$ cat src/issue_pkg.sv
`default_nettype none

package issue_pkg;

    // ------------------------------------------------------------------
    // widths
    // ------------------------------------------------------------------
    localparam int unsigned XLEN          = 64;
    localparam int unsigned VLEN          = 39;
    localparam int unsigned REG_ADDR_SIZE = 5;
    localparam int unsigned NR_REGS       = 32;
    localparam int unsigned TRANS_ID_BITS = 3;

    // functional unit an instruction goes to
    typedef enum logic [2:0] {
        NONE      = 3'd0,
        ALU       = 3'd1,
        CTRL_FLOW = 3'd2,
        MULT      = 3'd3,
        LOAD      = 3'd4,
        STORE     = 3'd5,
        CSR       = 3'd6
    } fu_t;

    // reduced operation set, only what the units here need
    typedef enum logic [6:0] {
        ADD        = 7'd0,
        SUB        = 7'd1,
        AND        = 7'd2,
        OR         = 7'd3,
        XOR        = 7'd4,
        SLL        = 7'd5,
        MUL        = 7'd6,
        LD         = 7'd7,
        SD         = 7'd8,
        BEQ        = 7'd9,
        CSR_READ   = 7'd10,
        CSR_WRITE  = 7'd11,
        SFENCE_VMA = 7'd12
    } fu_op_t;

    // ------------------------------------------------------------------
    // structs
    // ------------------------------------------------------------------
    // decoded instruction as offered by the scoreboard
    typedef struct packed {
        logic [VLEN-1:0]          pc;
        logic [TRANS_ID_BITS-1:0] trans_id;
        fu_t                      fu;
        fu_op_t                   op;
        logic [REG_ADDR_SIZE-1:0] rs1;
        logic [REG_ADDR_SIZE-1:0] rs2;
        logic [REG_ADDR_SIZE-1:0] rd;
        logic [XLEN-1:0]          imm;
        logic                     use_imm;
        logic                     use_pc;
        logic                     use_zimm;
        logic                     ex_valid;
    } issue_instr_t;

    // ID/EX payload towards the execute units
    typedef struct packed {
        fu_t                      fu;
        fu_op_t                   op;
        logic [XLEN-1:0]          operand_a;
        logic [XLEN-1:0]          operand_b;
        logic [XLEN-1:0]          imm;
        logic [TRANS_ID_BITS-1:0] trans_id;
        logic [VLEN-1:0]          pc;
    } fu_data_t;

    // one-cycle start strobes, one per unit
    typedef struct packed {
        logic alu;
        logic branch;
        logic lsu;
        logic mult;
        logic csr;
    } unit_valid_t;

    // one commit write port
    typedef struct packed {
        logic [REG_ADDR_SIZE-1:0] waddr;
        logic [XLEN-1:0]          wdata;
        logic                     we;
    } commit_t;

    // per-register pending writer, NONE when nothing is in flight
    typedef fu_t [NR_REGS-1:0] clobber_t;

endpackage

`default_nettype wire

$ cat src/unit_dispatch.sv
`timescale 1ns/10ps
`default_nettype none

module unit_dispatch (
    input  logic                   clk_i,
    input  logic                   rst_ni,
    input  issue_pkg::fu_t         fu_i,
    input  logic                   ex_valid_i,
    input  logic                   accept_i,
    input  logic                   flush_i,
    output issue_pkg::unit_valid_t unit_valid_o,
    output logic                   mult_pending_o
);
    import issue_pkg::*;

    unit_valid_t unit_valid_d;
    unit_valid_t unit_valid_q;

    // ------------------------------------------------------------------
    // strobe decode
    // ------------------------------------------------------------------
    always_comb begin : strobe_decode
        unit_valid_d = '0;
        // an excepting instr is handed on without starting a unit
        if (accept_i && !ex_valid_i) begin
            case (fu_i)
                ALU:         unit_valid_d.alu    = 1'b1;
                CTRL_FLOW:   unit_valid_d.branch = 1'b1;
                MULT:        unit_valid_d.mult   = 1'b1;
                LOAD, STORE: unit_valid_d.lsu    = 1'b1;
                CSR:         unit_valid_d.csr    = 1'b1;
                // NONE starts nothing
                default:     unit_valid_d        = '0;
            endcase
        end
        // flushed instr must not start a unit with stale operands
        if (flush_i) begin
            unit_valid_d = '0;
        end
    end

    // ------------------------------------------------------------------
    // strobe register
    // ------------------------------------------------------------------
    // cleared each cycle unless a new accept comes in, so one-cycle wide
    always_ff @(posedge clk_i or negedge rst_ni) begin
        if (!rst_ni) begin
            unit_valid_q <= '0;
        end else begin
            unit_valid_q <= unit_valid_d;
        end
    end

    assign unit_valid_o = unit_valid_q;

    // multiply in EX this cycle, hazard logic locks out other units
    assign mult_pending_o = unit_valid_q.mult;

endmodule

`default_nettype wire

$ cat config.mk
export PLATFORM = sky130hd
export DESIGN_NAME = unit_dispatch
export DESIGN_NICKNAME = d
export VERILOG_FILES = /design/src/issue_pkg.sv /design/src/unit_dispatch.sv
export SDC_FILE = /design/constraint.sdc
export NUM_CORES = 1
export LEC_CHECK = 0
export BUFFER_PORTS_ARGS = -buffer_cell sky130_fd_sc_hd__buf_2
export CAP_MARGIN = 20
export CORE_AREA = 2 2 39 41
export CTS_CLUSTER_SIZE = 10
export DETAILED_ROUTE_END_ITERATION = 7
export DIE_AREA = 0 0 41 43
export HOLD_SLACK_MARGIN = 0.1
export PLACE_DENSITY = 0.47
export SKIP_CTS_REPAIR_TIMING = 1
export SLEW_MARGIN = 40
export SYNTH_ARGS = -nofsm -noshare
export SYNTH_HDL_FRONTEND = slang
export SYNTH_SLANG_ARGS = --single-unit
$ cat constraint.sdc
create_clock -name clk_i -period 1.5 [get_ports clk_i]
set_input_delay 0.3 -clock clk_i [delete_from_list [all_inputs] [get_ports clk_i]]
set_output_delay 0.3 -clock clk_i [all_outputs]
set_load 0.05 [all_outputs]
==> metrics.json <==
{
  "postSynthCellCount": 15,
  "timing.critical_path.fanout_max": 2,
  "drv.max_cap_violation_count": 0,
  "overall_track_demand_over_capacity_in_global_routing": 0.0525,
  "ctsLongestPathBuffers": 2,
  "leakage_nw": 0.162,
  "critical_setup_path_kind": "register to output pin",
  "avgViaCountPerCell": 3.48,
  "path_cells": "buf_2",
  "synth.mux.area_fraction": 0,
  "synth_fa_ha_area_frac": 0,
  "synth_compound_area_frac": 0,
  "tritoncts": "yes",
  "worst_path_largest_cell_delay_ps": 330,
  "outcome": "finished clean",
  "finalWeightedCongestion": 0.580,
  "synth.net_count": 23,
  "synth_simple_gate_area_frac": 0.307,
  "critical-path-slowest-cell": "dfrtp_1",
  "finalSetupViolCount": 0,
  "hold-path-endpoint": "unit_valid_o[0]",
  "postLayoutSetupSlackWorst_ps": 380,
  "h_tree_lvl_count": 1,
  "worst_ep_arrival_time_ps": 820,
  "final_core_util": 0.221,
  "postLayoutCellArea_um2": 305,
  "worst_setup_hold_path_clk_slew_ps": 40,
  "globalRoute.totalOverflow": 0,
  "netlist-cell-type-count": 9,
  "diodes": 0,
  "detail-route-antenna-nets": 0,
  "detailed_placement_hpwl_um": 317,
  "synth-seq-cells": 5,
  "finalPower_uw": 318,
  "hold_slack_ps": 247,
  "firstDrtPassIters": 1,
  "vias": 167,
  "synth.cell_area_um2": 191,
  "final.min_clock_period_ps": 1120,
  "syn-mean-instance-area_um2": 12.8,
  "grt_max_degree": 6,
  "postRouteWirelength_um": 378,
  "synth_warnings": 0,
  "report.final.hold_viol_count": 0,
  "cellPowerDensity_mw_per_mm2": 1040,
  "dieArea_mm2": 0.00176,
  "fp.dieW_um": 41,
  "post_placement_cell_count": 43,
  "critPathRequiredTime_ps": 1200,
  "drv_slew": 0,
  "grt_antenna_before_repair": 0,
  "timing.critical_path.from_type": "register",
  "xor_and_xnor_area_share_after_synthesis": 0,
  "initial_cell_density_of_the_core": 0.138,
  "ios": 14,
  "irDropWorstVdd_mv": 0.200,
  "clk_root_buf": "clkbuf_4",
  "min_from": "fu_i[0]",
  "vias_in_the_first_global_route": 147,
  "cts.sinks": 5,
  "global_route_wire_length_before_repair_um": 558,
  "initialDrtViolationCount": 0,
  "design.final.nets": 41,
  "timing.critical_path.buf_inv": 1,
  "synth_seq_area_share": 0.654,
  "end_kind": "output pin",
  "site_row_count": 14,
  "cpLargestDelayFamily": "flip-flops",
  "placement.cell_area_um2": 269,
  "slew-limit-headroom": 0.818,
  "fmaxAchievable_mhz": 893,
  "core_box_area_mm2": 0.00138,
  "count_of_buffers_from_port_buffering": 13,
  "flow.area_growth_from_synthesis_pct": 59.5,
  "tightestPinTransition_ps": 270,
  "detail_route.drc_violations": 0,
  "min_path_cells": 2,
  "holdCritPathClass": "input port to register",
  "die_y_um": 43,
  "timing.final.crit_share": 0.747,
  "post_place_setup_slack_ps": 475,
  "dominant_combinational_cell_family_by_area_after_synthesis": "simple AND/OR/NAND/NOR gates",
  "clock_buffer_count_from_cts": 3,
  "wl_per_cell_um": 7.88,
  "post_route_cells_drive_above_1_share": 0.531,
  "setup_tns_ps": 0,
  "rsz0062_at_grt": "false",
  "final_cells": 48
}
==> state kept, by name, summed over array words and instances (netlist names) <==
register        count
mult_pending_o      1
unit_valid_o        4
==> metal layers <==
| metal | global-route usage | routed length (µm) |
|---|---|---|
| met5 | 0 | 0 |
| met4 | 0.0600 | 0 |
| met3 | 0.0314 | 77 |
| met2 | 0.0500 | 130 |
| met1 | 0.0686 | 171 |
==> worst max-delay path by stage <==
stage	from	to	slack [ps]	cells after the start
after global routing	mult_pending_o	unit_valid_o[1]	330	1
after CTS	mult_pending_o	mult_pending_o	360	1
after global placement	fu_i[2]	unit_valid_o[4]	470	3
after detailed placement	fu_i[2]	unit_valid_o[4]	480	3
after floorplan	mult_pending_o	unit_valid_o[1]	310	1
final	mult_pending_o	mult_pending_o	380	1
==> power breakdown <==
group,leakage (nW),switching [mW],internal [mW]
combinational,0.0770,0.0179,0.0129
clock,0.0150,0.0501,0.100
sequential,0.0695,0.000329,0.137
==> logic make-up (layout without fill, tap and decap cells) <==
group / after synthesis / in the layout
buffers and inverters: 1 / 18
DFF: 5 / 5
and+or+nand+nor: 9 / 9
==> final cells by class <==
type / instances / area, µm²
clock buffer: 4 / 26.3
tap: 16 / 20.0
fill: 153 / 1080
timing repair buffer: 14 / 75.1
sequential: 5 / 125
multi-input combinational: 9 / 58.8
==> layout by cell type (no fill, tap or decap) <==
master,n
buf_2,13
dfrtp_1,5
clkbuf_4,3
nand2b_1,2
nor3_1,2
nand3b_1,1
nor4_1,1
or3b_1,1
nor2_1,1
nor3_2,1
clkbuf_1,1
dlygate4sd3_1,1
==> cell usage after synthesis <==
master | n | area [µm²]
buf_4 | 1 | 7.51
dfrtp_1 | 5 | 125
nand2b_1 | 2 | 12.5
nand3b_1 | 1 | 7.51
nor2_1 | 1 | 3.75
nor3_1 | 2 | 10.0
nor3_2 | 1 | 10.0
nor4_1 | 1 | 6.26
or3b_1 | 1 | 8.76
Note: power is estimated with default switching activity, not from simulation.
