$ cat src/issue_pkg.sv
`default_nettype none

package issue_pkg;

    // ------------------------------------------------------------------
    // widths
    // ------------------------------------------------------------------
    localparam int unsigned XLEN          = 64;
    localparam int unsigned VLEN          = 39;
    localparam int unsigned REG_ADDR_SIZE = 5;
    localparam int unsigned NR_REGS       = 32;
    localparam int unsigned TRANS_ID_BITS = 3;

    // functional unit an instruction goes to
    typedef enum logic [2:0] {
        NONE      = 3'd0,
        ALU       = 3'd1,
        CTRL_FLOW = 3'd2,
        MULT      = 3'd3,
        LOAD      = 3'd4,
        STORE     = 3'd5,
        CSR       = 3'd6
    } fu_t;

    // reduced operation set, only what the units here need
    typedef enum logic [6:0] {
        ADD        = 7'd0,
        SUB        = 7'd1,
        AND        = 7'd2,
        OR         = 7'd3,
        XOR        = 7'd4,
        SLL        = 7'd5,
        MUL        = 7'd6,
        LD         = 7'd7,
        SD         = 7'd8,
        BEQ        = 7'd9,
        CSR_READ   = 7'd10,
        CSR_WRITE  = 7'd11,
        SFENCE_VMA = 7'd12
    } fu_op_t;

    // ------------------------------------------------------------------
    // structs
    // ------------------------------------------------------------------
    // decoded instruction as offered by the scoreboard
    typedef struct packed {
        logic [VLEN-1:0]          pc;
        logic [TRANS_ID_BITS-1:0] trans_id;
        fu_t                      fu;
        fu_op_t                   op;
        logic [REG_ADDR_SIZE-1:0] rs1;
        logic [REG_ADDR_SIZE-1:0] rs2;
        logic [REG_ADDR_SIZE-1:0] rd;
        logic [XLEN-1:0]          imm;
        logic                     use_imm;
        logic                     use_pc;
        logic                     use_zimm;
        logic                     ex_valid;
    } issue_instr_t;

    // ID/EX payload towards the execute units
    typedef struct packed {
        fu_t                      fu;
        fu_op_t                   op;
        logic [XLEN-1:0]          operand_a;
        logic [XLEN-1:0]          operand_b;
        logic [XLEN-1:0]          imm;
        logic [TRANS_ID_BITS-1:0] trans_id;
        logic [VLEN-1:0]          pc;
    } fu_data_t;

    // one-cycle start strobes, one per unit
    typedef struct packed {
        logic alu;
        logic branch;
        logic lsu;
        logic mult;
        logic csr;
    } unit_valid_t;

    // one commit write port
    typedef struct packed {
        logic [REG_ADDR_SIZE-1:0] waddr;
        logic [XLEN-1:0]          wdata;
        logic                     we;
    } commit_t;

    // per-register pending writer, NONE when nothing is in flight
    typedef fu_t [NR_REGS-1:0] clobber_t;

endpackage

`default_nettype wire

$ cat src/operand_hazard.sv
`timescale 1ns/10ps
`default_nettype none

module operand_hazard #(
    parameter int unsigned NR_COMMIT_PORTS = 2
) (
    input  issue_pkg::issue_instr_t                  issue_instr_i,
    input  logic                                     issue_valid_i,
    input  issue_pkg::clobber_t                      clobber_i,
    input  logic                                     rs1_fwd_valid_i,
    input  logic                                     rs2_fwd_valid_i,
    input  logic                                     alu_ready_i,
    input  logic                                     lsu_ready_i,
    input  logic                                     mult_pending_i,
    input  issue_pkg::commit_t [NR_COMMIT_PORTS-1:0] commit_i,
    output logic                                     forward_rs1_o,
    output logic                                     forward_rs2_o,
    output logic                                     issue_ack_o
);
    import issue_pkg::*;

    logic rs1_clobbered;
    logic rs2_clobbered;
    logic rs1_fwd_ok;
    logic rs2_fwd_ok;
    logic stall;
    logic fu_busy;
    logic rd_free;

    // ------------------------------------------------------------------
    // source operand availability
    // ------------------------------------------------------------------
    // zimm puts an immediate in the rs1 field, nothing to wait on then
    assign rs1_clobbered = !issue_instr_i.use_zimm && (clobber_i[issue_instr_i.rs1] != NONE);
    assign rs2_clobbered = clobber_i[issue_instr_i.rs2] != NONE;

    // CSR results only come back through the regfile
    // SFENCE_VMA is the one consumer allowed to take them early
    assign rs1_fwd_ok = rs1_fwd_valid_i &&
                        ((clobber_i[issue_instr_i.rs1] != CSR) ||
                         (issue_instr_i.op == SFENCE_VMA));
    assign rs2_fwd_ok = rs2_fwd_valid_i &&
                        ((clobber_i[issue_instr_i.rs2] != CSR) ||
                         (issue_instr_i.op == SFENCE_VMA));

    assign forward_rs1_o = rs1_clobbered && rs1_fwd_ok;
    assign forward_rs2_o = rs2_clobbered && rs2_fwd_ok;

    // any clobbered source that can't be forwarded holds the instruction
    assign stall = (rs1_clobbered && !rs1_fwd_ok) || (rs2_clobbered && !rs2_fwd_ok);

    // ------------------------------------------------------------------
    // unit busy
    // ------------------------------------------------------------------
    always_comb begin : unit_busy
        case (issue_instr_i.fu)
            // fixed latency units share one ready
            ALU, CTRL_FLOW, MULT, CSR: fu_busy = !alu_ready_i;
            LOAD, STORE:               fu_busy = !lsu_ready_i;
            default:                   fu_busy = 1'b0;
        endcase
    end

    // ------------------------------------------------------------------
    // WAW check
    // ------------------------------------------------------------------
    // rd is free if nobody is pending on it, or the pending write
    // is retiring through a commit port right now
    always_comb begin : waw_check
        rd_free = (clobber_i[issue_instr_i.rd] == NONE);
        for (int unsigned p = 0; p < NR_COMMIT_PORTS; p++) begin
            if (commit_i[p].we && (commit_i[p].waddr == issue_instr_i.rd)) begin
                rd_free = 1'b1;
            end
        end
    end

    // ------------------------------------------------------------------
    // issue ack
    // ------------------------------------------------------------------
    always_comb begin : issue_ack
        issue_ack_o = 1'b0;
        if (issue_valid_i) begin
            // regular path, operands ready, unit free, no WAW
            if (!stall && !fu_busy && rd_free) begin
                issue_ack_o = 1'b1;
            end
            // exceptions and unit-less instrs just flow through
            if (issue_instr_i.ex_valid || (issue_instr_i.fu == NONE)) begin
                issue_ack_o = 1'b1;
            end
        end
        // a multiply last cycle owns the fixed latency result bus,
        // only another multiply may follow it
        if (mult_pending_i && (issue_instr_i.fu != MULT)) begin
            issue_ack_o = 1'b0;
        end
    end

endmodule

`default_nettype wire

$ cat config.mk
export PLATFORM = sky130hd
export DESIGN_NAME = operand_hazard
export DESIGN_NICKNAME = d
export VERILOG_FILES = /design/src/issue_pkg.sv /design/src/operand_hazard.sv
export SDC_FILE = /design/constraint.sdc
export NUM_CORES = 1
export LEC_CHECK = 0
export ABC_AREA = 1
export BUFFER_PORTS_ARGS = -buffer_cell sky130_fd_sc_hd__buf_4
export CAP_MARGIN = 20
export CORE_AREA = 8 8 140 142
export DETAILED_ROUTE_END_ITERATION = 16
export DIE_AREA = 0 0 148 150
export PLACE_DENSITY = 0.59
export SYNTH_ARGS = -nofsm -noshare
export SYNTH_HDL_FRONTEND = slang
export SYNTH_SLANG_ARGS = --single-unit
$ cat constraint.sdc
create_clock -name vclk -period 1.4
set_input_delay 0.07 -clock vclk [all_inputs]
set_output_delay 0.07 -clock vclk [all_outputs]
set_load 0.05 [all_outputs]
==> summary.txt, run 1 <==
largest family of logic cells by synthesized area: simple AND/OR/NAND/NOR gates
post-DR vias/cell: 4.79
Max Slew Vio Count: 0
drt wl/cell: 17.0 um
share of the synthesized area in the top cell type: 43.4%
drt drc: 0
Mapped Cells: 666
Fmax achieved: 0.595 GHz
crit start category: input port
synthesized cell area: 2840 um2
final hold slack: 0.532 ns
cell area after layout: 5180 um2
die extent in y: 150 um
number of global-route vias before repair: 4985
unrepaired setup endpoints after global routing: yes
failing checks: setup timing
CTS Hold Bufs: 0
status: complete, but fails checks
DIE AREA: 22200 um2
Final Routed Wirelength: 18.1 mm
seq_cells: 0
critical path data arrival time: 1.61 ns
most common cell after layout, fill and taps aside: nand2_1
Post-DP Area: 4610 um2
Tcrit/Tclk final: 120%
largest net degree at the start of global routing: 31
# clk buffers: 0
number of port buffers: 144
first-pass GRT wire length: 27.4 mm
HPWL Detailed: 14.2 mm
final cell count without fillers: 1066
Pleak: 2.72 nW
register area share after synthesis: 0%
FF/Latch Area: 0 um2
Netlist cell types: 22
post-synthesis adder-cell area fraction: 0%
cell taking the most area after synthesis: nand2_1
DRT iter0 DRCs: 606
dpl cells: 1054
Max VDD drop: 0.116 mV
max cap viols: 0
area added between synthesis and finish: 82.0%
Synth Net Count: 1043
GRT overflow: 0
Final Critical Period: 1.68 ns
Tot Pwr: 1.76 mW
Synth Area in Compound Gates: 3.70%
critical path class: input port to output port
xor/xnor share of the synthesized area: 1.23%
Routed Antenna Nets: 0
critical path fanouts, max: 8
post-synthesis simple-gate area fraction: 83.5%
final hold violations: 0
Worst Max-Slew Pin Slew: 0.339 ns
Syn Area/Cell: 4.27 um2
Max-slew headroom: 77.2%
via count: 5110
RePlAce Congestion: 0.889
PnR worst setup slack: -0.281 ns
Final Net Count: 1216
largest cells by area after synthesis: nand2_1 43%, nand3_1 31%, nor2_1 8.3%, inv_1 3.8%, buf_2 3.5%
gr usage total: 15.5%
Core ar.: 17500 um2
Hold Path Depth: 4
endpoints failing setup: 3
worst min path class: input port to output port
drt first pass iters: 5
P per Cell Area: 341 nW/um2
setup_tns: -0.787 ns
# IOs: 380
Die Width: 148 um
initial antenna violation count: 0
commonest non-fill, non-tap cells in the layout: 310 x nand2_1, 170 x buf_4, 156 x nand3_1, 62 x nor2_1, 26 x inv_1
critical path capture point type: output port
share of layout cells above drive strength 1: 31.1%
ANT cells: 0
Cell Rows: 49
synth warn: 0
mux contribution to synthesized area: 0%
CP Data Required Time: 1.33 ns
Starting Density: 16.2%
## area by class of cell
| cell class | instances | area [um2] |
|---|---|---|
| fillers | 2033 | 12400 |
| multi-input cells | 594 | 2690 |
| repair buffers | 211 | 2020 |
| well taps | 229 | 287 |
| inverters | 32 | 178 |
## per-stage QoR
stage / setup WS, ns / util (%)
after floorplan: -0.142 / -
after global placement: -0.498 / 26.3
after detailed placement: -0.455 / 26.3
after CTS: -0.249 / 29.0
after global routing: -0.432 / 29.5
final: -0.281 / 29.5
## report_power, final
part / switching, mW / total (mW) / internal (mW)
Sequential: 0 / 0 / 0
Clock: 0 / 0 / 0
Combinational: 0.921 / 1.76 / 0.844
Total: 0.921 / 1.76 / 0.844
## path summary, 6_finish.rpt
check	slack, ns	to	start
worst max-delay path	-0.28	issue_ack_o	issue_instr_i[73]
worst min-delay path	0.53	issue_ack_o	issue_valid_i
## cells by family after synthesis
group                     after synthesis
and+or+nand+nor                       571
buffers and inverters                  72
AOI/OAI and AO/OA                      19
xor gates and xnor gates                4
## routing by layer
metal	wire, um	track usage [%]	up-vias
met5	0	0	-
met4	535	4.28	0
met3	1760	3.60	46
met2	8240	26.1	294
met1	7550	19.4	2282
li1	-	-	2488
## Yosys cell counts (4+ instances only)
cell type	n
a21oi_1	8
buf_2	20
buf_4	7
clkbuf_1	10
inv_1	29
nand2_1	329
nand3_1	174
nor2_1	63
o21ai_0	6
xnor2_1	4
## worst max-delay path, stage by stage
cell	delay (ns)
buf_12	0.13
inv_16	0.09
buf_8	0.13
nand2_2	0.05
nand3_2	0.06
nand3_2	0.11
nand2_2	0.09
nand2_1	0.05
nand2_1	0.08
nand2_1	0.07
nand2_2	0.07
nor2_1	0.04
nand2_1	0.06
nand2_2	0.07
nand2_2	0.07
nand3_2	0.09
a21oi_4	0.14
buf_8	0.16
## timing repair
| item | 4_1_cts | 5_1_grt |
|---|---|---|
| cloned | 6 | 2 |
| buffers inserted | 4 | 0 |
| gates resized for setup | 86 | 10 |
| pin swaps | 51 | 4 |
| endpoints found under the setup margin | 3 | 3 |
Note: power is estimated with default switching activity, not from simulation.
==> run 2, diff against run 1 <==
Settings changed: CORE_AREA 8 8 140 142 to 8 8 142 144, DIE_AREA 0 0 148 150 to 0 0 150 152, PLACE_DENSITY 0.59 to 0.56.
Clock period 1.4 ns to 1.6 ns, I/O delays scaled along.
==> run 2 against run 1 <==
  * Critical path type unchanged
  * Worst hold slack better by 0.044 ns
  * Clock-buffer cell count unchanged
  * Setup slack worse by 0.0068 ns
  * Cell count shrank 1.7%
  * Via count shrank 0.96%
  * Critical path depth down 1
  * Routed wire length up 2.2%
  * Flip-flop and latch count unchanged
  * Non-clock buffer count shrank 19
  * Power shrank 17%
  * The run still ends with setup timing left
==> summary.txt, run 2 (synthesized netlist as in run 1, its figures left out) <==
DRT iter0 DRCs: 633 (+4.5%)
commonest non-fill, non-tap cells in the layout: 320 x nand2_1, 160 x buf_4, 152 x nand3_1, 62 x nor2_1, 27 x inv_1
# clk buffers: 0 (unchanged)
Max-slew headroom: 71.6% (-5.5 points)
Cell Rows: 49 (unchanged)
GRT overflow: 0 (unchanged)
post-DR vias/cell: 4.83 (+0.74%)
Max VDD drop: 0.142 mV (+23%)
Hold Path Depth: 4 (unchanged)
number of port buffers: 144 (unchanged)
Fmax achieved: 0.530 GHz
final hold slack: 0.576 ns (+0.0436 ns)
PnR worst setup slack: -0.288 ns (-0.00679 ns)
# IOs: 380 (unchanged)
Starting Density: 16.0% (-0.22 points)
Tcrit/Tclk final: 118%
Max Slew Vio Count: 0 (unchanged)
largest net degree at the start of global routing: 43 (+39%)
critical path fanouts, max: 6 (-2)
worst min path class: input port to output port
seq_cells: 0 (unchanged)
Final Net Count: 1197 (-1.6%)
crit start category: input port
number of global-route vias before repair: 4861 (-2.5%)
end point of the critical path: issue_ack_o
Final Critical Period: 1.89 ns
max cap viols: 0 (unchanged)
worst hold start: issue_valid_i
endpoints failing setup: 3 (unchanged)
initial antenna violation count: 1 (+1)
first-pass GRT wire length: 26.7 mm (-2.4%)
Final Routed Wirelength: 18.5 mm (+2.2%)
die extent in y: 152 um (+1.3%)
setup_tns: -0.642 ns (+0.144 ns)
P per Cell Area: 299 nW/um2 (-12%)
unrepaired setup endpoints after global routing: yes
Routed Antenna Nets: 0 (unchanged)
critical path capture point type: output port
via count: 5061 (-0.96%)
HPWL Detailed: 13.7 mm (-3.2%)
RePlAce Congestion: 0.883 (-0.69%)
drt drc: 0 (unchanged)
Die Width: 150 um (+1.4%)
drt first pass iters: 8 (+3)
Pleak: 2.59 nW (-4.8%)
area added between synthesis and finish: 73.3%
Worst Max-Slew Pin Slew: 0.421 ns (+0.0822 ns)
share of layout cells above drive strength 1: 28.4% (-2.7 points)
gr usage total: 14.6% (-0.86 points)
FF/Latch Area: 0 um2 (unchanged)
status: complete, but fails checks
critical path data arrival time: 1.81 ns (+0.20 ns)
failing checks: setup timing
most common cell after layout, fill and taps aside: nand2_1
Tot Pwr: 1.47 mW (-17%)
CP Data Required Time: 1.52 ns (+0.19 ns)
final hold violations: 0 (unchanged)
Worst Setup SP: issue_instr_i[79]
critical path class: input port to output port
Core ar.: 17800 um2 (+1.4%)
drt wl/cell: 17.6 um (+3.9%)
DIE AREA: 22800 um2 (+2.7%)
run 2: through the flow:
| step | area, um2 | setup slack (ns) | util [%] | cells |
|---|---|---|---|---|
| 2_1_floorplan | 2860 | -0.129 | - | 666 |
| 3_3_place_gp | 4440 | -0.254 | 25.0 | 1033 |
| 3_5_place_dp | 4440 | -0.272 | 25.0 | 1033 |
| 4_1_cts | 4700 | -0.233 | 26.4 | 1040 |
| 5_1_grt | 4930 | -0.457 | 27.7 | 1048 |
| 6_report | 4930 | -0.288 | 27.7 | 1048 |
run 2: critical path, stage by stage:
cell and delay, ns:
buf_8 0.10, clkinvlp_4 0.13, buf_6 0.12, buf_12 0.12, nand3_1 0.09, nand3_1 0.10
nand2_1 0.07, nand2_1 0.08, nand3_1 0.11, nand2_1 0.12, nor2_1 0.05, nand2_1 0.07
nand2_2 0.07, nand2_2 0.09, nand3_2 0.09, a21oi_4 0.14, buf_6 0.17
run 2: routing by layer:
layer	vias up	track usage, %	wire (um)
li1	2441	-	-
met1	2220	18.5	7470
met2	356	24.1	8400
met3	44	3.89	2080
met4	0	3.33	526
met5	-	0	0
run 2: final cells by class:
| class | count | area [um2] |
|---|---|---|
| repair buffers | 192 | 1820 |
| multi-input cells | 594 | 2680 |
| fillers | 2056 | 12900 |
| inverters | 32 | 140 |
| well taps | 229 | 287 |
| diodes | 1 | 2.50 |
run 2: worst min path at each step:
stage,end,slack (ns)
floorplan,issue_ack_o,0.33
global placement,issue_ack_o,0.62
detailed placement,issue_ack_o,0.62
CTS,issue_ack_o,0.59
global route,issue_ack_o,0.59
finish,issue_ack_o,0.58
run 2: power breakdown:
part	leakage, nW	total, mW	switching, mW	internal [mW]
clock	0.00000634	0.0000000837	0	0.0000000837
combinational	2.59	1.47	0.791	0.682
sequential	0	0	0	0
run 2: timing repair:
action / CTS / global route
gates resized for setup: 38 / 18
setup endpoints to repair: 3 / 3
setup buffers: 4 / 1
hold buffers: 0 / 0
pin swaps: 29 / 13
cloned: 3 / 6
