`src/issue_pkg.sv`:
```
`default_nettype none

package issue_pkg;

    // ------------------------------------------------------------------
    // widths
    // ------------------------------------------------------------------
    localparam int unsigned XLEN          = 64;
    localparam int unsigned VLEN          = 39;
    localparam int unsigned REG_ADDR_SIZE = 5;
    localparam int unsigned NR_REGS       = 32;
    localparam int unsigned TRANS_ID_BITS = 3;

    // functional unit an instruction goes to
    typedef enum logic [2:0] {
        NONE      = 3'd0,
        ALU       = 3'd1,
        CTRL_FLOW = 3'd2,
        MULT      = 3'd3,
        LOAD      = 3'd4,
        STORE     = 3'd5,
        CSR       = 3'd6
    } fu_t;

    // reduced operation set, only what the units here need
    typedef enum logic [6:0] {
        ADD        = 7'd0,
        SUB        = 7'd1,
        AND        = 7'd2,
        OR         = 7'd3,
        XOR        = 7'd4,
        SLL        = 7'd5,
        MUL        = 7'd6,
        LD         = 7'd7,
        SD         = 7'd8,
        BEQ        = 7'd9,
        CSR_READ   = 7'd10,
        CSR_WRITE  = 7'd11,
        SFENCE_VMA = 7'd12
    } fu_op_t;

    // ------------------------------------------------------------------
    // structs
    // ------------------------------------------------------------------
    // decoded instruction as offered by the scoreboard
    typedef struct packed {
        logic [VLEN-1:0]          pc;
        logic [TRANS_ID_BITS-1:0] trans_id;
        fu_t                      fu;
        fu_op_t                   op;
        logic [REG_ADDR_SIZE-1:0] rs1;
        logic [REG_ADDR_SIZE-1:0] rs2;
        logic [REG_ADDR_SIZE-1:0] rd;
        logic [XLEN-1:0]          imm;
        logic                     use_imm;
        logic                     use_pc;
        logic                     use_zimm;
        logic                     ex_valid;
    } issue_instr_t;

    // ID/EX payload towards the execute units
    typedef struct packed {
        fu_t                      fu;
        fu_op_t                   op;
        logic [XLEN-1:0]          operand_a;
        logic [XLEN-1:0]          operand_b;
        logic [XLEN-1:0]          imm;
        logic [TRANS_ID_BITS-1:0] trans_id;
        logic [VLEN-1:0]          pc;
    } fu_data_t;

    // one-cycle start strobes, one per unit
    typedef struct packed {
        logic alu;
        logic branch;
        logic lsu;
        logic mult;
        logic csr;
    } unit_valid_t;

    // one commit write port
    typedef struct packed {
        logic [REG_ADDR_SIZE-1:0] waddr;
        logic [XLEN-1:0]          wdata;
        logic                     we;
    } commit_t;

    // per-register pending writer, NONE when nothing is in flight
    typedef fu_t [NR_REGS-1:0] clobber_t;

endpackage

`default_nettype wire

```
`src/operand_mux.sv`:
```
`timescale 1ns/10ps
`default_nettype none

module operand_mux (
    input  logic                              clk_i,
    input  logic                              rst_ni,
    input  issue_pkg::issue_instr_t           issue_instr_i,
    input  logic [1:0][issue_pkg::XLEN-1:0]   rf_rdata_i,
    input  logic [issue_pkg::XLEN-1:0]        rs1_fwd_i,
    input  logic [issue_pkg::XLEN-1:0]        rs2_fwd_i,
    input  logic                              forward_rs1_i,
    input  logic                              forward_rs2_i,
    output issue_pkg::fu_data_t               fu_data_o
);
    import issue_pkg::*;

    logic [XLEN-1:0] rs1_value;
    logic [XLEN-1:0] rs2_value;
    fu_data_t        fu_data_d;

    // register value, or the scoreboard's copy when it is still in flight
    assign rs1_value = forward_rs1_i ? rs1_fwd_i : rf_rdata_i[0];
    assign rs2_value = forward_rs2_i ? rs2_fwd_i : rf_rdata_i[1];

    // ------------------------------------------------------------------
    // operand select
    // ------------------------------------------------------------------
    always_comb begin : operand_select
        fu_data_d.fu       = issue_instr_i.fu;
        fu_data_d.op       = issue_instr_i.op;
        fu_data_d.trans_id = issue_instr_i.trans_id;
        fu_data_d.pc       = issue_instr_i.pc;
        // store data / branch offset ride in imm
        fu_data_d.imm      = issue_instr_i.imm;

        // operand a, zimm beats pc beats register
        if (issue_instr_i.use_zimm) begin
            // zero extended rs1 index
            fu_data_d.operand_a = {{(XLEN-REG_ADDR_SIZE){1'b0}}, issue_instr_i.rs1};
        end else if (issue_instr_i.use_pc) begin
            // sign extended pc
            fu_data_d.operand_a = {{(XLEN-VLEN){issue_instr_i.pc[VLEN-1]}}, issue_instr_i.pc};
        end else begin
            fu_data_d.operand_a = rs1_value;
        end

        // stores and branches need rs2 in b even with an immediate
        if (issue_instr_i.use_imm &&
            (issue_instr_i.fu != STORE) && (issue_instr_i.fu != CTRL_FLOW)) begin
            fu_data_d.operand_b = issue_instr_i.imm;
        end else begin
            fu_data_d.operand_b = rs2_value;
        end
    end

    // ------------------------------------------------------------------
    // ID/EX register
    // ------------------------------------------------------------------
    // loaded every cycle, the strobes tell when it matters
    always_ff @(posedge clk_i or negedge rst_ni) begin
        if (!rst_ni) begin
            fu_data_o <= '{fu: NONE, op: ADD, default: '0};
        end else begin
            fu_data_o <= fu_data_d;
        end
    end

endmodule

`default_nettype wire

```
`config.mk`:
```
export PLATFORM = sky130hd
export DESIGN_NAME = operand_mux
export DESIGN_NICKNAME = d
export VERILOG_FILES = /design/src/issue_pkg.sv /design/src/operand_mux.sv
export SDC_FILE = /design/constraint.sdc
export NUM_CORES = 1
export LEC_CHECK = 0
export ABC_AREA = 1
export BUFFER_PORTS_ARGS = -buffer_cell sky130_fd_sc_hd__buf_2
export CAP_MARGIN = 10
export CORE_AREA = 3 3 249 251
export CTS_CLUSTER_SIZE = 12
export DETAILED_ROUTE_END_ITERATION = 6
export DIE_AREA = 0 0 252 254
export HOLD_SLACK_MARGIN = 0.06
export MAX_ROUTING_LAYER = met4
export PLACE_DENSITY = 0.47
export SLEW_MARGIN = 5
export SYNTH_ARGS = -nofsm -noshare
export SYNTH_HDL_FRONTEND = slang
export SYNTH_SLANG_ARGS = --single-unit
```
`constraint.sdc`:
```
create_clock -name clk_i -period 1 [get_ports clk_i]
set_input_delay 0.05 -clock clk_i [delete_from_list [all_inputs] [get_ports clk_i]]
set_output_delay 0.05 -clock clk_i [all_outputs]
set_load 0.1 [all_outputs]
```
==> results of run 1 <==
[cell families (layout without fill, tap and decap cells)]
kind of cell | Yosys count | after routing
buffers and inverters | 229 | 1286
other | 0 | 11
AND/OR/NAND/NOR | 561 | 561
AO/OA/AOI/OAI | 100 | 100
flip-flops | 244 | 244
[synth_stat cells]
library cell               instances  area share [%]
sky130_fd_sc_hd__nand2_1         363              14
sky130_fd_sc_hd__o21ai_1          20             1.0
sky130_fd_sc_hd__dfrtp_1         244              61
sky130_fd_sc_hd__buf_2            36             1.8
sky130_fd_sc_hd__buf_6            16             1.8
sky130_fd_sc_hd__nand3_2           3            0.30
sky130_fd_sc_hd__o21ai_0          44             2.2
sky130_fd_sc_hd__a21oi_1          36             1.8
sky130_fd_sc_hd__inv_1           153             5.7
sky130_fd_sc_hd__buf_4            10            0.75
sky130_fd_sc_hd__clkbuf_2          2            0.10
sky130_fd_sc_hd__nor2_1           71             2.7
sky130_fd_sc_hd__inv_4             1           0.062
sky130_fd_sc_hd__nand4_1          64             4.0
sky130_fd_sc_hd__clkbuf_1         10            0.37
sky130_fd_sc_hd__nand3_1          59             2.9
sky130_fd_sc_hd__inv_2             1           0.037
sky130_fd_sc_hd__nand2_2           1           0.062
[per-stage QoR]
stage	utilization (%)	worst slack (ns)	total power, mW	hold slack, ns
floorplan	-	0.0667	17.4	-0.246
global placement	30.0	-0.114	22.7	-0.0602
detailed placement	30.0	-0.133	22.7	-0.0594
CTS	38.0	-0.300	34.9	-0.0784
global route	38.6	-0.293	36.2	-0.0488
finish	38.6	-0.255	34.9	-0.0655
[area by class of cell]
| cell class | instances | share of cell area [%] |
|---|---|---|
| multi-input cells | 661 | 12.6 |
| repair buffers | 1082 | 50.2 |
| flip-flops and latches | 244 | 26.3 |
| well taps | 782 | 4.21 |
| inverters | 155 | 2.52 |
| diodes | 11 | 0.119 |
| clock buffers | 38 | 3.44 |
| clock inverters | 11 | 0.625 |
[layer usage]
layer	vias to the layer above	part of all wire [%]	GRT usage (%)
met1	5873	36	17.0
met2	664	53	30.5
met5	-	0	-
met3	109	8.3	4.37
li1	5596	-	-
met4	0	3.3	4.99
[repair_timing]
action / in CTS / in global routing
buffers inserted: 0 / 3
hold buffers: 388 / 61
cloned: 0 / 6
pin swaps: 0 / 6
setup endpoints to repair: 244 / 342
endpoints found under the hold margin: 488 / 93
resized for setup: 2 / 38
[path summary, 6_finish.rpt]
path                                  start              to  slack [ns]  depth (start not counted)
worst max-delay path         fu_data_o[143]  fu_data_o[143]       -0.25                          1
worst min-delay path                 rst_ni   fu_data_o[23]       -0.07                          2
max in group asynchronous            rst_ni   fu_data_o[88]        0.45                          4
min in group clk_i         issue_instr_i[2]  fu_data_o[229]           0                          5
[power by group through the flow]
stage / clock (mW) / combinational, mW / sequential [mW]
after floorplan: 0 / 1.29 / 16.1
after global placement: 0 / 11.3 / 11.4
after detailed placement: 0 / 11.3 / 11.4
after CTS: 11.0 / 12.7 / 11.2
after global routing: 11.5 / 13.4 / 11.3
final: 10.8 / 12.9 / 11.2
==> results.sh, run 1 <==
export IMPL_run_status="finished, violations left"
export IMPL_failed_checks="hold timing, setup timing"
export IMPL_pwr_share_clk_pct=30.9
export IMPL_post_route_worst_setup_slack_ns=-0.255
export IMPL_dr_total_vias=12200
export IMPL_crit_family="flip-flops"
export IMPL_htree_levels=1
export IMPL_crit_slowest_cell="sky130_fd_sc_hd__dfrtp_2"
export IMPL_postPlaceCellArea_um2=18000
export IMPL_synth_ff_latch_count=244
export IMPL_timing_hold_violations_final=16
export IMPL_seq_area_frac_synth_pct=60.8
export IMPL_cts_num_sinks=244
export IMPL_fraction_of_the_mapped_netlist_area_in_compound_gates_pct=4.99
export IMPL_wire_length_of_the_first_global_routing_pass_um=78300
export IMPL_transition_time_at_the_pin_with_the_least_slew_margin_ns=0.496
export IMPL_multi_input_comb_area_um2=2920
export IMPL_synthCells=1134
export IMPL_switching_share_pct=37.0
export IMPL_power_switching_mw=12.9
export IMPL_rsz0062_at_grt="true"
export IMPL_yosys_area_share_xor_xnor_pct=0
export IMPL_final_seq_area_um2=6110
export IMPL_fin_crit_ns=1.25
export IMPL_wl_per_cell_um=18.8
export IMPL_p_comb_share_pct=36.9
export IMPL_globalplace_congestion=0.909
export IMPL_iter_0_drt_violations=540
export IMPL_mostFrequentLayoutCells="sky130_fd_sc_hd__dlygate4sd3_1, sky130_fd_sc_hd__buf_2, sky130_fd_sc_hd__nand2_1, sky130_fd_sc_hd__buf_12, sky130_fd_sc_hd__dfrtp_1"
export IMPL_worstPathCellList="buf_12"
export IMPL_setup_viol=246
export IMPL_yosys_area_share_adder_pct=0
export IMPL_root_driver="sky130_fd_sc_hd__clkbuf_16"
export IMPL_fillCellCount=5778
export IMPL_ir_drop_mv=1.60
export IMPL_layout_cell_area_non_filler_um2=23200
export IMPL_startpoint_class="flop"
export IMPL_tritoncts="built"
export IMPL_post_route_period_util_pct=125
export IMPL_type_of_the_worst_min_delay_path="input port to async pin"
export IMPL_number_of_remaining_drc_errors=0
export IMPL_synth_warning_count=0
export IMPL_io_pins=639
export IMPL_layout_commonest_cell="sky130_fd_sc_hd__dlygate4sd3_1"
export IMPL_max_stage_delay_ns=0.44
export IMPL_total_leakage_power_nw=11.7
export IMPL_largest_reg_flops=244
export IMPL_fmax_ghz=0.797
export IMPL_post_synth_num_cell_types=18
export IMPL_die_area_um2=64000
export IMPL_drt_pass1_iterations=5
export IMPL_hold_worst_slack_ns=-0.0655
export IMPL_post_synth_simple_gate_area_pct=23.5
export IMPL_cell_count_post_placement=2524
export IMPL_crit_required_ns=0.95
export IMPL_yosys_mux_area_fraction_pct=0
export IMPL_internal_power_mw=22.0
export IMPL_grt_antenna_before_repair=14
export IMPL_floorplan_initialDensity_pct=16.7
export IMPL_p_per_area_nw_per_um2=1500
export IMPL_critPathMaxFanout=1
export IMPL_antenna_violating_nets_post_route=0
export IMPL_avgSynthCellArea_um2=8.85
export IMPL_grt_pass1_vias=13100
export IMPL_grt_start_max_net_pins=47
export IMPL_synth_fp_nets=1529
export IMPL_core_box_area_um2=60100
export IMPL_worst_setup_hold_path_clk_slew_ns=0.06
export IMPL_timing_max_cap_violations=0
export IMPL_post_dp_hpwl_um=39100
export IMPL_global_route_usage_total_pct=16.5
export IMPL_final_cells=2984
export IMPL_tritoncts_num_buffers=29
export IMPL_synth_top_family_by_area="simple AND/OR/NAND/NOR gates"
export IMPL_setup_worst_path_class="flop to output port"
export IMPL_power_share_sequential_pct=32.1
export IMPL_critPathArrivalTime_ns=1.20
export IMPL_max_slew_margin_pct=66.9
export IMPL_biggestRegsByFlops="fu_data_o (244)"
export IMPL_num_nets_final=2568
export IMPL_floorplan_die_height_um=254
export IMPL_drv_slew=0
export IMPL_die_x_um=252
export IMPL_grt_overflow_total=0
export IMPL_max_flop_register="fu_data_o"
export IMPL_placement_rows=90
export IMPL_drive_above_1_share_pct=34.5
export IMPL_netlist_area_um2=10000
export IMPL_drt_wl_total_um=56200
export IMPL_critical_path_n_buffers_inverters=1
export IMPL_clock_path_buffers=3
export IMPL_viasPerCell=4.10
export IMPL_crit_path_end_kind="output port"
export IMPL_fin_tns_setup_ns=-50.21
export IMPL_port_buffers=627
export IMPL_area_growth_syn_to_layout_pct=131
Power figures use the tool's default switching activity.
==> run 2, diff against run 1 <==
- CORE_AREA: 3 3 249 251 -> 3 3 250 252
- DIE_AREA: 0 0 252 254 -> 0 0 253 255
==> results.sh, run 2 (same netlist as run 1, synthesis figures left out) <==
export IMPL_run_status="finished, violations left"
export IMPL_failed_checks="hold timing, setup timing"
export IMPL_antenna_violating_nets_post_route=0
export IMPL_dr_total_vias=12300
export IMPL_p_per_area_nw_per_um2=1510
export IMPL_crit_required_ns=0.95
export IMPL_grt_start_max_net_pins=46
export IMPL_die_area_um2=64500
export IMPL_critPathMaxFanout=1
export IMPL_tritoncts="built"
export IMPL_global_route_usage_total_pct=16.6
export IMPL_globalplace_congestion=0.900
export IMPL_worst_setup_hold_path_clk_slew_ns=0.06
export IMPL_floorplan_initialDensity_pct=16.6
export IMPL_tritoncts_num_buffers=29
export IMPL_max_slew_margin_pct=59.7
export IMPL_total_leakage_power_nw=11.9
export IMPL_wl_per_cell_um=18.9
export IMPL_mostFrequentLayoutCells="sky130_fd_sc_hd__dlygate4sd3_1, sky130_fd_sc_hd__buf_2, sky130_fd_sc_hd__nand2_1, sky130_fd_sc_hd__buf_12, sky130_fd_sc_hd__dfrtp_1"
export IMPL_viasPerCell=4.10
export IMPL_report_power_total_mw=35.4
export IMPL_critical_path_n_buffers_inverters=1
export IMPL_rsz0062_at_grt="true"
export IMPL_type_of_the_worst_min_delay_path="input port to async pin"
export IMPL_worstPathCellList="buf_12"
export IMPL_fin_crit_ns=1.29
export IMPL_area_growth_syn_to_layout_pct=134
export IMPL_max_stage_delay_ns=0.47
export IMPL_max_flop_register="fu_data_o"
export IMPL_die_x_um=253
export IMPL_drt_pass1_iterations=7
export IMPL_iter_0_drt_violations=556
export IMPL_grt_pass1_vias=13200
export IMPL_critPathArrivalTime_ns=1.24
export IMPL_floorplan_die_height_um=255
export IMPL_timing_max_cap_violations=0
export IMPL_crit_path_end_kind="output port"
export IMPL_wire_length_of_the_first_global_routing_pass_um=78800
export IMPL_port_buffers=627
export IMPL_placement_rows=90
export IMPL_fmax_ghz=0.775
export IMPL_setup_viol=244
export IMPL_biggestRegsByFlops="fu_data_o (244)"
export IMPL_setup_worst_path_class="flop to output port"
export IMPL_cts_num_sinks=244
export IMPL_io_pins=639
export IMPL_post_route_worst_setup_slack_ns=-0.290
export IMPL_number_of_remaining_drc_errors=0
export IMPL_root_driver="sky130_fd_sc_hd__clkbuf_16"
export IMPL_core_box_area_um2=60400
export IMPL_ir_drop_mv=1.20
export IMPL_clock_path_buffers=3
export IMPL_grt_overflow_total=0
export IMPL_drive_above_1_share_pct=34.5
export IMPL_startpoint_class="flop"
export IMPL_num_nets_final=2589
export IMPL_fin_tns_setup_ns=-46.51
export IMPL_hold_worst_slack_ns=-0.0374
export IMPL_timing_hold_violations_final=17
export IMPL_final_core_utilization_pct=39.0
export IMPL_htree_levels=1
export IMPL_post_dp_hpwl_um=39000
export IMPL_crit_slowest_cell="sky130_fd_sc_hd__dfrtp_2"
export IMPL_crit_family="flip-flops"
export IMPL_transition_time_at_the_pin_with_the_least_slew_margin_ns=0.604
export IMPL_layout_commonest_cell="sky130_fd_sc_hd__dlygate4sd3_1"
export IMPL_post_route_period_util_pct=129
export IMPL_grt_antenna_before_repair=16
export IMPL_drt_wl_total_um=57000
export IMPL_drv_slew=0
export IMPL_largest_reg_flops=244
-- run 2: cell types whose count changed in the layout (fill, tap and decap cells not counted), moves of 2 or more --
cell                            change
sky130_fd_sc_hd__clkinv_2           -3
sky130_fd_sc_hd__a21oi_2            +5
sky130_fd_sc_hd__a21oi_1            -5
sky130_fd_sc_hd__o21ai_1            -2
sky130_fd_sc_hd__nand3_1            -2
sky130_fd_sc_hd__clkbuf_8           +4
sky130_fd_sc_hd__buf_12             -3
sky130_fd_sc_hd__nand3_2            +2
sky130_fd_sc_hd__dlygate4sd3_1     +21
sky130_fd_sc_hd__buf_4              +2
-- run 2: cell type report --
cell class	count	area, um^2
fillers	5782	36800
repair buffers	1103	11900
flip-flops and latches	244	6110
multi-input cells	661	2960
well taps	782	978
clock buffers	43	858
inverters	155	584
clock inverters	9	148
diodes	12	30.0
-- run 2: what timing repair did --
action | 4_1_cts | 5_1_grt
buffers inserted | 0 | 4
hold buffers | 431 | 49
pin swaps | 0 | 14
endpoints found under the hold margin | 488 | 64
gates resized for setup | 3 | 47
setup endpoints to repair | 244 | 345
cloned | 0 | 7
-- run 2: worst max path at each step --
stage | cells past startpoint | start | end
2_1_floorplan | 0 | fu_data_o[0] | fu_data_o[0]
3_3_place_gp | 6 | forward_rs2_i | fu_data_o[119]
3_5_place_dp | 6 | forward_rs2_i | fu_data_o[119]
4_1_cts | 1 | fu_data_o[0] | fu_data_o[0]
5_1_grt | 1 | fu_data_o[0] | fu_data_o[0]
6_report | 1 | fu_data_o[0] | fu_data_o[0]
-- run 2: layer usage --
metal / routed length (um) / track usage [%] / part of all wire (%) / vias to the layer above
met2: 28900 / 28.8 / 51 / 693
met1: 20400 / 17.4 / 36 / 5849
li1: - / - / - / 5650
met5: 0 / - / 0 / -
met4: 2480 / 7.99 / 4.4 / 0
met3: 5170 / 4.91 / 9.1 / 138
-- run 2: through the flow --
stage          hold WS (ns)  instance area (um^2)  setup WS, ns  cells
4_1_cts             -0.0612                 23300        -0.314   3005
2_1_floorplan        -0.246                 10000        0.0667   1134
5_1_grt             -0.0369                 23500        -0.308   3009
6_report            -0.0374                 23500        -0.290   3009
3_5_place_dp        -0.0268                 18000        -0.155   2522
3_3_place_gp        -0.0272                 18000        -0.141   2522
-- run 2: power by group --
| group | internal, mW | total (mW) | switching, mW | leakage (nW) |
|---|---|---|---|---|
| Combinational | 5.09 | 13.0 | 7.88 | 8.43 |
| Clock | 6.90 | 11.3 | 4.38 | 0.494 |
| Sequential | 10.6 | 11.2 | 0.616 | 2.94 |
| Total | 22.6 | 35.4 | 12.9 | 11.9 |
==> run 3, diff against run 2 <==
- CORE_AREA: 3 3 250 252 -> 2 2 249 251
- DIE_AREA: 0 0 253 255 -> 0 0 251 253
- REMOVE_ABC_BUFFERS: not set -> 1
- SETUP_SLACK_MARGIN: not set -> 0.1
==> results.sh, run 3 (same netlist as run 1, synthesis figures left out) <==
export IMPL_run_status="finished, violations left"
export IMPL_failed_checks="DRC, setup timing"
export IMPL_total_leakage_power_nw=11.9
export IMPL_post_route_period_util_pct=126
export IMPL_core_box_area_um2=61000
export IMPL_crit_required_ns=0.95
export IMPL_placement_setup_worst_slack_ns=-0.0488
export IMPL_placement_rows=91
export IMPL_critical_path_n_buffers_inverters=1
export IMPL_ir_drop_mv=1.21
export IMPL_area_growth_syn_to_layout_pct=133
export IMPL_post_route_worst_setup_slack_ns=-0.259
export IMPL_critical_path_startpoint="fu_data_o[26]"
export IMPL_floorplan_initialDensity_pct=16.4
export IMPL_mostFrequentLayoutCells="sky130_fd_sc_hd__dlygate4sd3_1, sky130_fd_sc_hd__buf_2, sky130_fd_sc_hd__nand2_1, sky130_fd_sc_hd__buf_12, sky130_fd_sc_hd__dfrtp_1"
export IMPL_htree_levels=1
export IMPL_setup_worst_path_end="fu_data_o[26]"
export IMPL_cts_num_sinks=244
export IMPL_fmax_ghz=0.794
export IMPL_grt_antenna_before_repair=15
export IMPL_critical_path_depth=1
export IMPL_wire_length_of_the_first_global_routing_pass_um=78500
export IMPL_wl_per_cell_um=17.8
export IMPL_startpoint_class="flop"
export IMPL_grt_pass1_vias=13100
export IMPL_timing_hold_violations_final=0
export IMPL_die_area_um2=63500
export IMPL_die_x_um=251
export IMPL_root_driver="sky130_fd_sc_hd__clkbuf_16"
export IMPL_final_cells=3017
export IMPL_largest_reg_flops=244
export IMPL_crit_path_end_kind="output port"
export IMPL_tritoncts="built"
export IMPL_cell_count_post_placement=2543
export IMPL_floorplan_die_height_um=253
export IMPL_tritoncts_num_buffers=29
export IMPL_number_of_buffers_inserted_to_repair_setup_after_cts=0
export IMPL_setup_worst_path_class="flop to output port"
export IMPL_worst_setup_hold_path_clk_slew_ns=0.06
export IMPL_drive_above_1_share_pct=33.9
export IMPL_crit_family="flip-flops"
export IMPL_layout_commonest_cell="sky130_fd_sc_hd__dlygate4sd3_1"
export IMPL_crit_slowest_cell="sky130_fd_sc_hd__dfrtp_2"
export IMPL_num_nets_final=2594
export IMPL_biggestRegsByFlops="fu_data_o (244)"
export IMPL_p_per_area_nw_per_um2=1500
export IMPL_timing_max_cap_violations=0
export IMPL_max_flop_register="fu_data_o"
export IMPL_viasPerCell=4.04
export IMPL_antenna_violating_nets_post_route=0
export IMPL_grt_start_max_net_pins=56
export IMPL_max_slew_margin_pct=56.8
export IMPL_report_power_total_mw=35.1
export IMPL_type_of_the_worst_min_delay_path="input port to flop"
export IMPL_grt_overflow_total=0
export IMPL_clock_path_buffers=3
export IMPL_worstPathCellList="buf_12"
export IMPL_final_core_utilization_pct=38.3
export IMPL_critPathMaxFanout=1
export IMPL_iter_0_drt_violations=581
export IMPL_max_stage_delay_ns=0.46
export IMPL_setup_viol=261
export IMPL_post_dp_hpwl_um=38400
export IMPL_fin_crit_ns=1.26
export IMPL_io_pins=639
export IMPL_drv_slew=0
export IMPL_drt_wl_total_um=53700
export IMPL_dr_total_vias=12200
export IMPL_global_route_usage_total_pct=16.5
export IMPL_globalplace_congestion=0.857
export IMPL_number_of_remaining_drc_errors=7
export IMPL_drt_pass1_iterations=7
export IMPL_transition_time_at_the_pin_with_the_least_slew_margin_ns=0.646
export IMPL_rsz0062_at_grt="true"
export IMPL_fillCellCount=5902
export IMPL_critPathArrivalTime_ns=1.21
export IMPL_port_buffers=627
run 3: power by group:
group          internal (mW)  switching (mW)
registers               10.6           0.620
logic                   5.04            7.77
clock network           6.64            4.41
total                   22.3            12.8
run 3: how the worst min path moves through the flow:
stage | start | end | slack [ns] | cells after the start
after floorplan | rst_ni | fu_data_o[0] | -0.25 | 0
after global placement | rst_ni | fu_data_o[215] | -0.12 | 1
after detailed placement | rst_ni | fu_data_o[215] | -0.12 | 1
after CTS | issue_instr_i[2] | fu_data_o[192] | 0.06 | 7
after global routing | issue_instr_i[2] | fu_data_o[226] | 0.06 | 5
final | issue_instr_i[2] | fu_data_o[226] | 0.04 | 5
run 3: cell type report:
cell class	count	area, um^2	share of cell area [%]
diodes	8	20.0	0.0856
clock buffers	42	855	3.65
clock inverters	9	125	0.535
inverters	155	587	2.51
multi-input cells	661	2880	12.3
flip-flops and latches	244	6110	26.1
well taps	790	988	4.23
repair buffers	1108	11800	50.6
run 3: timing repair:
item                                    in CTS  in global routing
endpoints found under the setup margin     244                480
pin swaps                                    0                  1
gates cloned                                 0                  3
endpoints found under the hold margin      488                 10
gates resized for setup                      4                 27
hold buffers                               411                  5
run 3: stage by stage:
step | hold slack [ns] | TNS, ns | area (um^2)
floorplan | -0.246 | -60.40 | 9550
global placement | -0.122 | -0.0363 | 18100
detailed placement | -0.122 | -0.163 | 18100
CTS | 0.0612 | -69.40 | 23200
global route | 0.0634 | -54.64 | 23400
finish | 0.0446 | -45.09 | 23400
run 3: layer usage:
| layer | up-vias | part of all wire, % | global-route usage, % | wire (um) |
|---|---|---|---|---|
| met1 | 5797 | 36 | 17.7 | 19600 |
| met2 | 644 | 51 | 29.8 | 27600 |
| met3 | 101 | 8.5 | 4.30 | 4580 |
| met4 | 0 | 3.5 | 5.37 | 1910 |
| li1 | 5653 | - | - | - |
| met5 | - | 0 | - | 0 |
